===== src/source/u110Pkg.sv =====
/*
 * shared constants for the U110 cycle termination corner.
 * local bus address and region widths, default region codes,
 * ATA wait-state limit and the terminator state encoding.
 */

package u110Pkg;

    // ------------------------------------------------------------
    // local bus address
    // ------------------------------------------------------------
    localparam int ADDR_W   = 32;  // 68040 address bus width.
    localparam int REGION_W = 8;   // top address bits that pick a region.

    // default region codes, compared against addr[31:24].
    localparam logic [REGION_W-1:0] ATA_REGION_DEFAULT = 8'hDA; // ATA register space.
    localparam logic [REGION_W-1:0] PCI_REGION_DEFAULT = 8'h40; // PCI window.

    // ------------------------------------------------------------
    // ATA wait states
    // ------------------------------------------------------------
    // largest wait-state count the timer can hold.
    // 15 keeps the counter at 4 bits.
    localparam int ATA_WAIT_MAX = 15;

    // ------------------------------------------------------------
    // terminator state encoding
    // ------------------------------------------------------------
    // idle covers both armed and waiting for ready to drop,
    // the arm flag tells them apart.
    typedef enum logic [1:0] {
        TERM_IDLE    = 2'b00,  // no pulse in progress.
        TERM_ASSERT  = 2'b01,  // TACKn driven low.
        TERM_RELEASE = 2'b10   // TACKn driven high, still enabled.
    } termState_t;

endpackage


===== src/source/addressDecode.sv =====
/*
 * address decoder for the local bus.
 * latches a transfer start and classifies it as ATA, PCI or foreign.
 * the selection holds until TACKn is seen driven low.
 */

`timescale 1ns/1ps

module addressDecode
    import u110Pkg::*;
#(
    parameter logic [REGION_W-1:0] ataRegion = ATA_REGION_DEFAULT, // ATA space code.
    parameter logic [REGION_W-1:0] pciRegion = PCI_REGION_DEFAULT  // PCI space code.
) (
    input  logic              CLK40,   // 40 MHz bus clock.
    input  logic              RESETn,  // synchronous, active low.
    input  logic              tsN,     // transfer start, one cycle low.
    input  logic [ADDR_W-1:0] addr,    // bus address, valid with tsN.
    input  logic              tackN,   // acknowledge value from the terminator.
    input  logic              tackOe,  // acknowledge output enable.
    output logic              ataSel,  // ATA cycle in flight.
    output logic              pciSel   // PCI cycle in flight.
);

    // ------------------------------------------------------------
    // region compare
    // ------------------------------------------------------------
    logic [REGION_W-1:0] region;    // top bits of the address.
    logic                cycleBusy; // a cycle is still selected.
    logic                tackSeen;  // acknowledge driven low on the bus.
    logic                startOk;   // accepted transfer start.

    assign region    = addr[ADDR_W-1 -: REGION_W];
    assign cycleBusy = ataSel | pciSel;
    assign tackSeen  = ~tackN & tackOe;   // only our own drive counts.

    // one cycle in flight, an overlapping start is dropped.
    assign startOk = ~tsN & ~cycleBusy;

    // ------------------------------------------------------------
    // selection registers
    // ------------------------------------------------------------
    always_ff @(posedge CLK40) begin
        if (!RESETn) begin
            ataSel <= 1'b0;
            pciSel <= 1'b0;
        end else begin
            if (cycleBusy) begin
                // hold until the pulse is on the bus.
                if (tackSeen) begin
                    ataSel <= 1'b0;
                    pciSel <= 1'b0;
                end
            end else if (startOk) begin
                // foreign space sets neither, another device answers.
                ataSel <= (region == ataRegion);
                pciSel <= (region == pciRegion);
            end
        end
    end

endmodule


===== src/source/ataCycleTimer.sv =====
/*
 * ATA wait-state timer.
 * counts rising edges of a selected ATA cycle and raises the
 * ATA ready level once the wait states have passed.
 */

`timescale 1ns/1ps

module ataCycleTimer
    import u110Pkg::*;
#(
    parameter int unsigned ataWaitStates = 3  // wait states per ATA cycle.
) (
    input  logic CLK40,   // 40 MHz bus clock.
    input  logic RESETn,  // synchronous, active low.
    input  logic ataSel,  // ATA cycle selected by the decoder.
    output logic ataTack  // ATA ready level to the terminator.
);

    // ------------------------------------------------------------
    // counter sizing
    // ------------------------------------------------------------
    localparam int CNT_W = $clog2(ATA_WAIT_MAX + 1);          // 4 bits for 15.
    localparam logic [CNT_W-1:0] WAIT_LAST = CNT_W'(ataWaitStates);
    localparam logic             NO_WAIT   = (ataWaitStates == 0);

    logic [CNT_W-1:0] waitCount;  // edges counted so far.
    logic             ataSelD;    // ataSel one edge back.
    logic             selRise;    // first edge of a new cycle.

    assign selRise = ataSel & ~ataSelD;

    // ------------------------------------------------------------
    // wait-state counter
    // ------------------------------------------------------------
    // edge 0 samples tsN, ataSel is seen high at edge 1.
    // ataTack rises at edge W+1, so the count reaches W one edge before.
    always_ff @(posedge CLK40) begin
        if (!RESETn) begin
            ataSelD   <= 1'b0;
            waitCount <= '0;
            ataTack   <= 1'b0;
        end else begin
            ataSelD <= ataSel;

            if (!ataSel) begin
                // cycle over, clear so the terminator re-arms.
                waitCount <= '0;
                ataTack   <= 1'b0;
            end else if (selRise) begin
                waitCount <= CNT_W'(1);  // load on the first selected edge.
                ataTack   <= NO_WAIT;    // zero waits is ready at once.
            end else if (!ataTack) begin
                if (waitCount == WAIT_LAST) begin
                    ataTack <= 1'b1;     // hold until ataSel drops.
                end else begin
                    waitCount <= waitCount + CNT_W'(1);
                end
            end
        end
    end

endmodule


===== src/source/cycleTermination.sv =====
/*
 * cycle termination for ATA and PCI transfers.
 * falling-edge FSM that pulses TACKn low for one clock with
 * cache-inhibit, burst-inhibit on ATA cycles, and a one clock release.
 */

`timescale 1ns/1ps

module cycleTermination
    import u110Pkg::*;
(
    input  logic CLK40,   // 40 MHz bus clock.
    input  logic RESETn,  // synchronous, active low.
    input  logic ataTack, // ready level from the ATA timer.
    input  logic pciAck,  // ready level from the PCI bridge.
    input  logic ataSel,  // ATA cycle selected.
    output logic tackN,   // transfer acknowledge value.
    output logic tciN,    // cache inhibit value, enabled by tackOe.
    output logic tbiN,    // burst inhibit value.
    output logic teaN,    // transfer error value.
    output logic tackOe,  // enable for TACKn and TCIn.
    output logic tbiOe    // enable for TBIn.
);

    // ------------------------------------------------------------
    // pulse FSM
    // ------------------------------------------------------------
    termState_t state;  // current step of the pulse.
    logic       armed;  // ready has been low since the last pulse.
    logic       ready;  // either source asks for termination.

    assign ready = ataTack | pciAck;

    // outputs change on the falling edge so the CPU samples them clean
    // on the following rising edge.
    always_ff @(negedge CLK40) begin
        if (!RESETn) begin
            state  <= TERM_IDLE;
            armed  <= 1'b1;
            tackN  <= 1'b1;
            tackOe <= 1'b0;
            tbiOe  <= 1'b0;
        end else begin
            case (state)
                TERM_IDLE: begin
                    if (ready && armed) begin
                        state  <= TERM_ASSERT;
                        tackN  <= 1'b0;    // acknowledge.
                        tackOe <= 1'b1;
                        tbiOe  <= ataSel;  // no bursts into ATA space.
                        armed  <= 1'b0;    // one pulse per ready.
                    end else if (!ready) begin
                        armed <= 1'b1;
                    end
                end
                TERM_ASSERT: begin
                    tackN <= 1'b1;         // drive high before release.
                    state <= TERM_RELEASE;
                end
                TERM_RELEASE: begin
                    tackOe <= 1'b0;        // let go of the bus.
                    tbiOe  <= 1'b0;
                    state  <= TERM_IDLE;
                end
                default: begin
                    state <= TERM_IDLE;
                end
            endcase
        end
    end

    // ------------------------------------------------------------
    // inhibit and error values
    // ------------------------------------------------------------
    assign tciN = tackN;                    // never cache PCI or ATA space.
    assign tbiN = tbiOe ? tackN : 1'b1;
    assign teaN = 1'b1;                     // no bus errors from here.

endmodule


===== src/source/u110Top.sv =====
/*
 * top level of the U110 cycle termination corner.
 * address decoder, ATA wait-state timer and terminator.
 */

`timescale 1ns/1ps

module u110Top
    import u110Pkg::*;
#(
    parameter logic [REGION_W-1:0] ataRegion     = ATA_REGION_DEFAULT, // ATA space code.
    parameter logic [REGION_W-1:0] pciRegion     = PCI_REGION_DEFAULT, // PCI space code.
    parameter int unsigned         ataWaitStates = 3                   // ATA wait states.
) (
    input  logic              CLK40,   // 40 MHz bus clock.
    input  logic              RESETn,  // synchronous, active low.
    input  logic              tsN,     // transfer start.
    input  logic [ADDR_W-1:0] addr,    // bus address.
    input  logic              pciAck,  // ready from the PCI bridge.
    output logic              tackN,   // transfer acknowledge.
    output logic              tciN,    // cache inhibit.
    output logic              tbiN,    // burst inhibit.
    output logic              teaN,    // transfer error.
    output logic              tackOe,  // enable for TACKn and TCIn.
    output logic              tbiOe    // enable for TBIn.
);

    // ------------------------------------------------------------
    // internal nets
    // ------------------------------------------------------------
    logic ataSel;   // ATA cycle in flight.
    logic pciSel;   // PCI cycle in flight.
    logic ataTack;  // ATA wait states done.

    // classify the transfer start.
    addressDecode #(
        .ataRegion (ataRegion),
        .pciRegion (pciRegion)
    ) i_addressDecode (
        .CLK40  (CLK40),
        .RESETn (RESETn),
        .tsN    (tsN),
        .addr   (addr),
        .tackN  (tackN),   // fed back to end the cycle.
        .tackOe (tackOe),
        .ataSel (ataSel),
        .pciSel (pciSel)
    );

    // wait states for ATA cycles.
    ataCycleTimer #(
        .ataWaitStates (ataWaitStates)
    ) i_ataCycleTimer (
        .CLK40   (CLK40),
        .RESETn  (RESETn),
        .ataSel  (ataSel),
        .ataTack (ataTack)
    );

    // pciSel has no reader past the decoder, PCI ready comes from pciAck.
    cycleTermination i_cycleTermination (
        .CLK40   (CLK40),
        .RESETn  (RESETn),
        .ataTack (ataTack),
        .pciAck  (pciAck),
        .ataSel  (ataSel),
        .tackN   (tackN),
        .tciN    (tciN),
        .tbiN    (tbiN),
        .teaN    (teaN),
        .tackOe  (tackOe),
        .tbiOe   (tbiOe)
    );

endmodule


===== config.mk =====
export PLATFORM = sky130hd
export DESIGN_NAME = u110Top
export DESIGN_NICKNAME = d
export VERILOG_FILES = /design/src/source/u110Pkg.sv /design/src/source/addressDecode.sv /design/src/source/ataCycleTimer.sv /design/src/source/cycleTermination.sv /design/src/source/u110Top.sv
export SDC_FILE = /design/constraint.sdc
export NUM_CORES = 1
export LEC_CHECK = 0
export CAP_MARGIN = 30
export CORE_AREA = 2 2 39 41
export CTS_BUF_LIST = sky130_fd_sc_hd__clkbuf_16
export DETAILED_ROUTE_END_ITERATION = 10
export DIE_AREA = 0 0 41 43
export DONT_BUFFER_PORTS = 1
export GPL_ROUTABILITY_DRIVEN = 0
export PLACE_DENSITY = 0.74
export SLEW_MARGIN = 20
export SYNTH_ARGS = -nofsm -noshare
export SYNTH_HDL_FRONTEND = slang
export SYNTH_HIERARCHICAL = 1
export SYNTH_SLANG_ARGS = --single-unit

===== constraint.sdc =====
create_clock -name CLK40 -period 1.3 [get_ports CLK40]
set_input_delay 0.195 -clock CLK40 [delete_from_list [all_inputs] [get_ports CLK40]]
set_output_delay 0.195 -clock CLK40 [all_outputs]
set_load 0.005 [all_outputs]

==> results of run 1 <==
registers in the layout, summed over array words and instances, names as in the netlist:
register                   count
i_ataCycleTimer/ataTack        1
i_ataCycleTimer/waitCount      4
i_addressDecode/pciSel         1
i_addressDecode/ataSel         1
i_cycleTermination/tackOe      1
i_cycleTermination/tackN       1
i_cycleTermination/state       2
i_cycleTermination/armed       1
i_cycleTermination/tbiOe       1
i_ataCycleTimer/ataSelD        1
worst paths after layout:
kind | startpoint | to | slack [ps]
worst max-delay path | i_cycleTermination/tackN | tciN | -320
worst min register to register | i_ataCycleTimer/ataSelD | i_ataCycleTimer/waitCount[0] | 470
worst min-delay path | RESETn | i_ataCycleTimer/waitCount[0] | 100
worst max register to register | i_cycleTermination/tackN | i_addressDecode/pciSel | -230
per-stage QoR:
| step | utilization (%) | hold WS [ps] |
|---|---|---|
| 3_3_place_gp | 49.37 | 350.9 |
| 3_5_place_dp | 49.37 | 355.0 |
| 5_1_grt | 62.84 | 112.4 |
| 6_report | 62.84 | 104.2 |
| 4_1_cts | 60.40 | 102.0 |
| 2_1_floorplan | - | 328.6 |
kinds of logic after synthesis:
family                   count (synthesis)  share of synthesized area (%)
XOR/XNOR                                 1                          1.441
AO/OA/AOI/OAI                           11                          10.49
flip-flops                              14                          46.09
multiplexers                             1                          1.646
AND/OR/NAND/NOR                         28                          30.25
adder cells (fa/ha/maj)                  1                          2.057
buffers and inverters                   10                          7.407
other                                    1                         0.6167
metal layers:
metal  vias to the layer above  part of all wire, %
met1                       243                   38
met3                         6                  2.4
met5                         -                    0
met2                        10                   56
li1                        266                    -
met4                         0                  3.3
cell usage after synthesis, types with 2 or more instances:
cell	n
nand2b_1	2
o21ai_0	4
nor2_1	6
o22ai_1	2
nand4_1	2
dfxtp_1	14
nand3_1	2
or4b_1	2
inv_1	8
a21oi_1	2
nand2_1	3
buf_4	2
report_power, final:
| part | leakage [nW] | switching [W] | internal [W] | total (W) |
|---|---|---|---|---|
| combinational | 0.170 | 0.0000386 | 0.0000534 | 0.0000919 |
| clock | 0.0743 | 0.000219 | 0.000432 | 0.000651 |
| sequential | 0.116 | 0.0000128 | 0.000443 | 0.000456 |
| total | 0.361 | 0.000271 | 0.000928 | 0.00120 |
cells in the final DEF (no fill, tap or decap), types with 2 or more instances in the layout:
| cell | Yosys | routed |
|---|---|---|
| inv_1 | 8 | 14 |
| dfxtp_1 | 14 | 8 |
| buf_4 | 2 | 7 |
| nor2_1 | 6 | 5 |
| dfxtp_2 | 0 | 5 |
| clkbuf_16 | 0 | 3 |
| nand2_1 | 3 | 3 |
| buf_6 | 0 | 3 |
| nand4_1 | 2 | 2 |
| o21ai_0 | 4 | 2 |
| nand3_1 | 2 | 2 |
| or4b_1 | 2 | 2 |
| o21ai_1 | 1 | 2 |
| nor2_2 | 1 | 2 |
final cells by class:
| class | count | area (µm²) |
|---|---|---|
| clock inverters | 7 | 26.28 |
| inverters | 7 | 26.28 |
| fillers | 121 | 514.2 |
| flip-flops and latches | 14 | 290.3 |
| repair buffers | 10 | 86.33 |
| clock buffers | 3 | 75.07 |
| multi-input cells | 43 | 345.3 |
| well taps | 16 | 20.02 |
repair_timing:
item | CTS | global route
buffers inserted | 1 | 0
hold endpoints to repair | 0 | 0
pin swaps | 2 | 0
setup endpoints to repair | 12 | 12
resized for setup | 13 | 6
hold buffers | 0 | 0
==> impl_metrics.py, run 1 <==
metrics = {
    "setup_path": {
        "end_kind": "primary output",
        "cp_data_arrival_time_ps": 1430,
        "max_stage_delay_ps": 320,
        "path_class": "reg -> out",
        "critical_path.cell_chain": "buf_4",
        "timing.critical_path.buf_inv": 1,
        "crit_slowest_cell": "dfxtp_2",
        "reg2regPathDepth": 3,
        "cp-start-kind": "register",
        "path_depth": 1,
        "crit_fanout": 4,
        "cpLargestDelayFamily": "flip-flops",
        "crit_required_ps": 1110,
    },
    "routing": {
        "finalWirelength_mm": 1.349,
        "routed_via_density": 5.250,
        "drt_iter0_drc": 7,
        "ant_nets": 0,
        "remaining_drc_errors": 0,
        "vias": 525,
        "drtPass1Iterations": 4,
        "routedWlPerCell_um": 13.49,
    },
    "logic_synthesis": {
        "synth_top_cell_area_share_pct": 46.09,
        "netlist_instances": 67,
        "ys_top_cells_by_area": "dfxtp_1, inv_1, nor2_1, nand3b_4, o21ai_0",
        "yosys.area.top_type": "dfxtp_1",
        "synthesis.area_um2": 608.1,
        "ys_types": 30,
        "yosys_warnings": 6,
        "syn-num-nets": 104,
        "syn_avg_cell_area_um2": 9.076,
        "synth_seq_cells": 14,
        "synth_edf_count": 0,
        "synthFlopType": "dfxtp_1",
        "synth-seq-area-share_pct": 46.09,
        "async_reset_ff_share_pct": 0,
    },
    "sta": {
        "tns_ps": -2562,
        "hold_viol": 0,
        "worst_clock_skew_ps": 79.36,
        "drv_slew": 0,
        "timing.final.ws_setup_ps": -320.5,
        "setup_viol": 11,
        "rsz0062_at_grt": "true",
    },
    "die": {
        "die-width_um": 41,
        "fp-row-count": 14,
        "coreArea_mm2": 0.001384,
        "io_pins": 42,
        "die_h_um": 43,
        "die_area_mm2": 0.001763,
        "start_util_pct": 43.94,
    },
    "grt": {
        "use_met2_pct": 31.87,
        "use_met1_pct": 19.08,
        "grt_pass1_vias": 557,
        "grt_pass1_wl_mm": 2.173,
        "busiest_layer": "met2",
        "antenna_found_initial": 0,
        "grt_remaining_overflow": 0,
        "grt_max_degree": 10,
        "grt_use_total_pct": 19.21,
        "grt_use_met3_pct": 4.712,
    },
    "run_status": {
        "status": "finished, violations left",
        "violations": "setup timing",
    },
    "placement": {
        "hpwl_um": 924.7,
        "dpl_cell_area_um2": 683.2,
        "dp_cells": 90,
        "portBuffers": 0,
        "pre_cts_ws_ps": -263.9,
    },
    "clock_network": {
        "h-tree-depth": 1,
        "clk_path_buf_depth": 2,
        "clock_sinks": 14,
        "insertion_delay_ps": 320,
        "clockRootBuffer": "clkbuf_16",
        "tritoncts": "built",
        "clkTransAtPathRegs_ps": 50,
        "cts_buffers": 3,
    },
    "flow_run": {
        "cap_violations": 0,
    },
    "finish": {
        "num_antenna_cells": 0,
        "num-nets-final": 122,
        "drive_above_1_share_pct": 35.71,
        "area_growth_pct": 43.00,
        "stdcell_count": 100,
        "stdcell_area_um2": 869.6,
    },
    "hold_path": {
        "holdPathStages": 2,
        "hp-class": "in -> reg",
    },
    "pwr": {
        "total_power_w": 0.001199,
        "p_leak_nw": 0.3608,
        "powerDensity_mw_per_mm2": 1379,
        "ir_drop_v": 0.0006121,
    },
}
No activity file was read; power rests on OpenSTA's default activity.
==> run 2, diff against run 1 <==
--- a/config.mk
+++ b/config.mk
@@ -12,7 +12,7 @@
 export DIE_AREA = 0 0 41 43
 export DONT_BUFFER_PORTS = 1
 export GPL_ROUTABILITY_DRIVEN = 0
-export PLACE_DENSITY = 0.74
+export PLACE_DENSITY = 0.71
 export SLEW_MARGIN = 20
 export SYNTH_ARGS = -nofsm -noshare
 export SYNTH_HDL_FRONTEND = slang
==> constraint.sdc (replaced) <==
create_clock -name CLK40 -period 1.9 [get_ports CLK40]
set_input_delay 0.285 -clock CLK40 [delete_from_list [all_inputs] [get_ports CLK40]]
set_output_delay 0.285 -clock CLK40 [all_outputs]
set_load 0.005 [all_outputs]
==> run 2 against run 1 <==
Compared with the run above:
- the flow still finishes with violations (setup timing)
- power shrank 35%
- worst setup slack better by 180 ps
- design area shrank 13%
- sequential share of layout area increased by 5.1 points
- sequential power shrank 31%
- first-iteration DRC count down 71%
- register-to-register slack gained 140 ps
- global-route usage shrank 5.6 points
- critical endpoint is now tbiN
- highest routed layer is now met3
==> impl_metrics.py, run 2 (synthesized netlist as in run 1, its figures left out) <==
metrics = {
    "run_status": {
        "status": "finished, violations left",
        "violations": "setup timing",
    },
    "die": {
        "die-width_um": 41,
        "start_util_pct": 43.94,
        "io_pins": 42,
        "die_area_mm2": 0.001763,
        "die_h_um": 43,
        "fp-row-count": 14,
        "coreArea_mm2": 0.001384,
    },
    "routing": {
        "met2WireLength_um": 492,
        "vias": 477,
        "wl_met3_um": 31,
        "remaining_drc_errors": 0,
        "top_layer": "met3",
        "drtPass1Iterations": 4,
        "ant_nets": 0,
        "drt_iter0_drc": 2,
        "routed_via_density": 5.129,
        "wl_met1_um": 479,
        "finalWirelength_mm": 1.003,
        "routedWlPerCell_um": 10.78,
    },
    "sta": {
        "worst_clock_skew_ps": 81.61,
        "timing.final.ws_setup_ps": -136.4,
        "setup_viol": 7,
        "hold_viol": 0,
        "fin_hold_ws_ps": 196.9,
        "drv_slew": 0,
        "rsz0062_at_grt": "true",
        "tns_ps": -381.5,
    },
    "setup_path": {
        "path_class": "reg -> out",
        "timing.critical_path.buf_inv": 0,
        "cpLargestDelayFamily": "flip-flops",
        "crit_slowest_cell": "dfxtp_4",
        "cp-start-kind": "register",
        "crit_required_ps": 1620,
        "cp_data_arrival_time_ps": 1750,
        "crit_fanout": 5,
        "critical_path.cell_chain": "nand2b_4",
        "max_stage_delay_ps": 350,
        "end_kind": "primary output",
    },
    "pwr": {
        "p_leak_nw": 0.3183,
        "ir_drop_v": 0.0005512,
        "powerDensity_mw_per_mm2": 1038,
    },
    "grt": {
        "grt_pass1_wl_mm": 1.642,
        "grt_pass1_vias": 412,
        "antenna_found_initial": 0,
        "grt_use_total_pct": 13.65,
        "grt_max_degree": 10,
        "grt_remaining_overflow": 0,
    },
    "finish": {
        "num_antenna_cells": 0,
        "top_regs": "i_ataCycleTimer/waitCount x4, i_cycleTermination/state x2",
        "largest_register": "i_ataCycleTimer/waitCount",
        "drive_above_1_share_pct": 19.48,
        "area_growth_pct": 24.07,
        "stdcell_count": 93,
        "layout.core_utilization_pct": 54.52,
        "final_cell_mix": "inv_1, dfxtp_1, nor2_1",
        "final_common_cell": "inv_1",
        "num-nets-final": 115,
        "largest_register_ffs": 4,
        "stdcell_area_um2": 754.5,
    },
    "placement": {
        "portBuffers": 0,
        "hpwl_um": 755.8,
        "dp_cells": 83,
        "dpl_cell_area_um2": 629.4,
    },
    "clock_network": {
        "clockRootBuffer": "clkbuf_16",
        "clkTransAtPathRegs_ps": 50,
        "cts_buffers": 3,
        "h-tree-depth": 1,
        "clock_sinks": 14,
        "clk_path_buf_depth": 2,
        "insertion_delay_ps": 320,
        "hold_buffers": 0,
        "tritoncts": "built",
    },
    "hold_path": {
        "hp-class": "in -> reg",
    },
    "flow_run": {
        "cap_violations": 0,
    },
}
run 2: cell type report:
| cell class | count | area [µm²] |
|---|---|---|
| Timing Repair Buffer | 3 | 26.28 |
| Fill cell | 130 | 629.4 |
| Tap cell | 16 | 20.02 |
| Clock inverter | 7 | 26.28 |
| Inverter | 7 | 26.28 |
| Multi-Input combinational cell | 43 | 290.3 |
| Clock buffer | 3 | 75.07 |
| Sequential cell | 14 | 290.3 |
run 2: repair_timing:
action | 4_1_cts | 5_1_grt
setup buffers | 1 | 0
gates resized for setup | 7 | 0
pin swaps | 0 | 0
endpoints found under the setup margin | 5 | 7
run 2: worst paths after layout:
check,start,slack (ps),to,cells after the start
min,RESETn,200,i_ataCycleTimer/ataSelD,2
max,i_cycleTermination/tackN,-140,tbiN,1
max reg2reg,i_cycleTermination/tackOe,-90,i_addressDecode/ataSel,4
min reg2reg,i_addressDecode/pciSel,480,i_addressDecode/pciSel,2
run 2: per-layer routing:
metal / track usage, % / vias to the layer above
met1: 17.11 / 223
met4: 4.000 / 0
met5: 0 / -
met2: 20.31 / 4
li1: - / 250
met3: 6.283 / 0
run 2: per-stage QoR:
step / setup WS [ps] / total power [W]
after floorplan: 2.654 / 0.0003669
after global placement: 24.38 / 0.0003696
after detailed placement: 18.69 / 0.0003707
after CTS: -141.3 / 0.0007966
after global routing: -172.1 / 0.0008229
final: -136.4 / 0.0007829
run 2: power by group:
group / internal (W) / switching (W) / total (W)
sequential: 0.000303 / 0.0000104 / 0.000313
combinational: 0.0000207 / 0.0000138 / 0.0000345
clock: 0.000295 / 0.000140 / 0.000435
total: 0.000619 / 0.000164 / 0.000783
==> run 3, diff against run 2 <==
--- a/config.mk
+++ b/config.mk
@@ -16,5 +16,4 @@
 export SLEW_MARGIN = 20
 export SYNTH_ARGS = -nofsm -noshare
 export SYNTH_HDL_FRONTEND = slang
-export SYNTH_HIERARCHICAL = 1
 export SYNTH_SLANG_ARGS = --single-unit
==> run 3 against run 2 <==
Compared with the run above:
- register-to-register slack better by 150 ps
- hold slack got worse by 26 ps
- sequential power is essentially flat
- critical path type unchanged
- clock skew up 2.5 ps
- first-iteration DRC count increased by 100%
- utilization fell by 1.9 points
- area after synthesis down 0.82%
- clock-buffer cell count did not move
- via count grew 0.63%
- the run still ends with setup timing left
- sequential share of layout area up 1.4 points
- die area unchanged
- combinational power decreased by 20%
==> impl_metrics.py, run 3 <==
metrics = {
    "die": {
        "fp-row-count": 14,
        "start_util_pct": 43.58,
        "die-width_um": 41,
        "coreArea_mm2": 0.001384,
        "die_h_um": 43,
        "die_area_mm2": 0.001763,
        "io_pins": 42,
    },
    "logic_synthesis": {
        "synth_edf_count": 0,
        "synthFlopType": "dfxtp_1",
        "yosys_warnings": 0,
        "syn_avg_cell_area_um2": 9.001,
        "synth-seq-area-share_pct": 46.47,
        "netlist_instances": 67,
        "ys_types": 29,
        "ys_top_cells_by_area": "dfxtp_1, nand2_1, nor2_1, o21ai_0, or4b_1",
        "yosys.area.top_type": "dfxtp_1",
        "synthesis.area_um2": 603.1,
        "synth_seq_cells": 14,
        "async_reset_ff_share_pct": 0,
        "synth.most_common_cell": "dfxtp_1",
        "syn-num-nets": 104,
        "synthTopCellsByCount": "dfxtp_1, nand2_1, nor2_1",
        "synth_top_cell_area_share_pct": 46.47,
    },
    "pwr": {
        "p_sw_w": 0.0001785,
        "p_int_w": 0.0006160,
        "p_comb_share_pct": 3.5,
        "p_seq_share_pct": 39.3,
        "p_clk_share_pct": 57.2,
        "ir_drop_v": 0.0005019,
        "switching_share_pct": 22.46,
        "powerDensity_mw_per_mm2": 1091,
        "p_leak_nw": 0.2913,
    },
    "routing": {
        "ant_nets": 0,
        "drt_iter0_drc": 4,
        "drtPass1Iterations": 3,
        "routedWlPerCell_um": 11.59,
        "routed_via_density": 5.275,
        "vias": 480,
        "remaining_drc_errors": 0,
        "finalWirelength_mm": 1.055,
    },
    "placement": {
        "hpwl_um": 763.9,
        "portBuffers": 0,
        "dpl_cell_area_um2": 613.1,
        "dp_cells": 82,
        "pre_cts_ws_ps": -0.7705,
    },
    "clock_network": {
        "cts_buffers": 3,
        "cts_setup_buffers": 0,
        "h-tree-depth": 1,
        "clockRootBuffer": "clkbuf_16",
        "clkTransAtPathRegs_ps": 50,
        "clock_sinks": 14,
        "clk_path_buf_depth": 2,
        "tritoncts": "built",
        "insertion_delay_ps": 320,
    },
    "grt": {
        "grt_use_total_pct": 13.95,
        "grt_pass1_wl_mm": 1.628,
        "grt_remaining_overflow": 0,
        "use_met1_pct": 17.11,
        "antenna_found_initial": 0,
        "use_met2_pct": 20.00,
        "grt_max_degree": 11,
        "busiest_layer": "met2",
        "grt_pass1_vias": 408,
        "grt_use_met3_pct": 6.806,
    },
    "sta": {
        "hold_viol": 0,
        "drv_slew": 0,
        "worst_clock_skew_ps": 84.14,
        "rsz0062_at_grt": "true",
        "timing.final.ws_setup_ps": -145.7,
        "setup_viol": 4,
        "fin_hold_ws_ps": 170.9,
    },
    "finish": {
        "largest_register_ffs": 4,
        "area_growth_pct": 20.75,
        "num-nets-final": 113,
        "top_regs": "i_ataCycleTimer.waitCount x4, i_cycleTermination.state x2",
        "stdcell_area_um2": 728.2,
        "num_antenna_cells": 0,
        "largest_register": "i_ataCycleTimer.waitCount",
        "stdcell_count": 91,
        "drive_above_1_share_pct": 17.33,
        "final_cell_mix": "inv_1, dfxtp_1, nor2_1, nand2_1, o21ai_0",
    },
    "setup_path": {
        "cpLargestDelayFamily": "flip-flops",
        "end_kind": "primary output",
        "crit_fanout": 5,
        "crit_required_ps": 1620,
        "crit_slowest_cell": "dfxtp_4",
        "path_class": "reg -> out",
        "timing.critical_path.buf_inv": 0,
        "critical_path.cell_chain": "nand2b_4",
        "cp_data_arrival_time_ps": 1760,
        "cp-start-kind": "register",
        "max_stage_delay_ps": 350,
    },
    "run_status": {
        "violations": "setup timing",
        "status": "finished, violations left",
    },
    "flow_run": {
        "cap_violations": 0,
    },
    "hold_path": {
        "hp-class": "in -> reg",
    },
}
[run 3: what timing repair did]
action,in CTS,in global routing
gates resized for setup,6,0
pin swaps,0,0
setup endpoints to repair,5,5
gates cloned,0,0
hold buffers,0,0
hold endpoints to repair,0,0
[run 3: layer usage]
metal	share of wire [%]	wire (µm)
met1	48	509
met2	48	506
met3	3.7	39
met4	0	0
met5	0	0
[run 3: final timing paths]
check,startpoint,to,slack (ps),depth (start not counted)
max reg2reg,i_ataCycleTimer.ataTack,i_cycleTermination.tackOe,60,3
max,i_cycleTermination.tackN,tbiN,-150,1
min,RESETn,i_ataCycleTimer.ataTack,170,2
min reg2reg,i_addressDecode.pciSel,i_addressDecode.pciSel,480,2
[run 3: layout make-up]
| class | count | area [µm²] |
|---|---|---|
| timing repair buffer | 2 | 15.01 |
| tap | 16 | 20.02 |
| clock inverter | 7 | 27.53 |
| inverter | 4 | 15.01 |
| clock buffer | 3 | 75.07 |
| multi-input combinational | 45 | 285.3 |
| fill | 126 | 655.6 |
| sequential | 14 | 290.3 |
[run 3: kinds of logic (layout without fill, tap and decap cells)]
logic type | count (synthesis) | after routing | synth area share [%]
and+or+nand+nor | 29 | 29 | 28.84
adders and majority gates | 1 | 1 | 2.074
other | 1 | 1 | 0.6218
AOI/OAI and AO/OA | 13 | 13 | 13.07
buffers and inverters | 8 | 16 | 7.468
xor gates and xnor gates | 1 | 1 | 1.453
DFF | 14 | 14 | 46.47
[run 3: stage by stage]
stage | power, W | setup TNS, ps | utilization [%]
after floorplan | 0.0003681 | 0 | -
after global placement | 0.0003661 | 0 | 44.30
after CTS | 0.0008045 | -197.1 | 52.62
after detailed placement | 0.0003671 | -0.7705 | 44.30
after global routing | 0.0008349 | -340.9 | 52.62
final | 0.0007945 | -193.2 | 52.62
[run 3: worst reg2reg max path, cell delays in order, from the launching register on]
cell	delay, ps
dfxtp_2	320
o21ai_1	230
nor2_1	70
o221a_2	240
[run 3: power groups by stage]
stage,Combinational (W),Clock (W),Sequential [W]
floorplan,0.0000299,0.0000228,0.000315
global placement,0.0000255,0.0000228,0.000318
detailed placement,0.0000261,0.0000228,0.000318
CTS,0.0000277,0.000464,0.000312
global route,0.0000311,0.000490,0.000314
finish,0.0000276,0.000454,0.000313
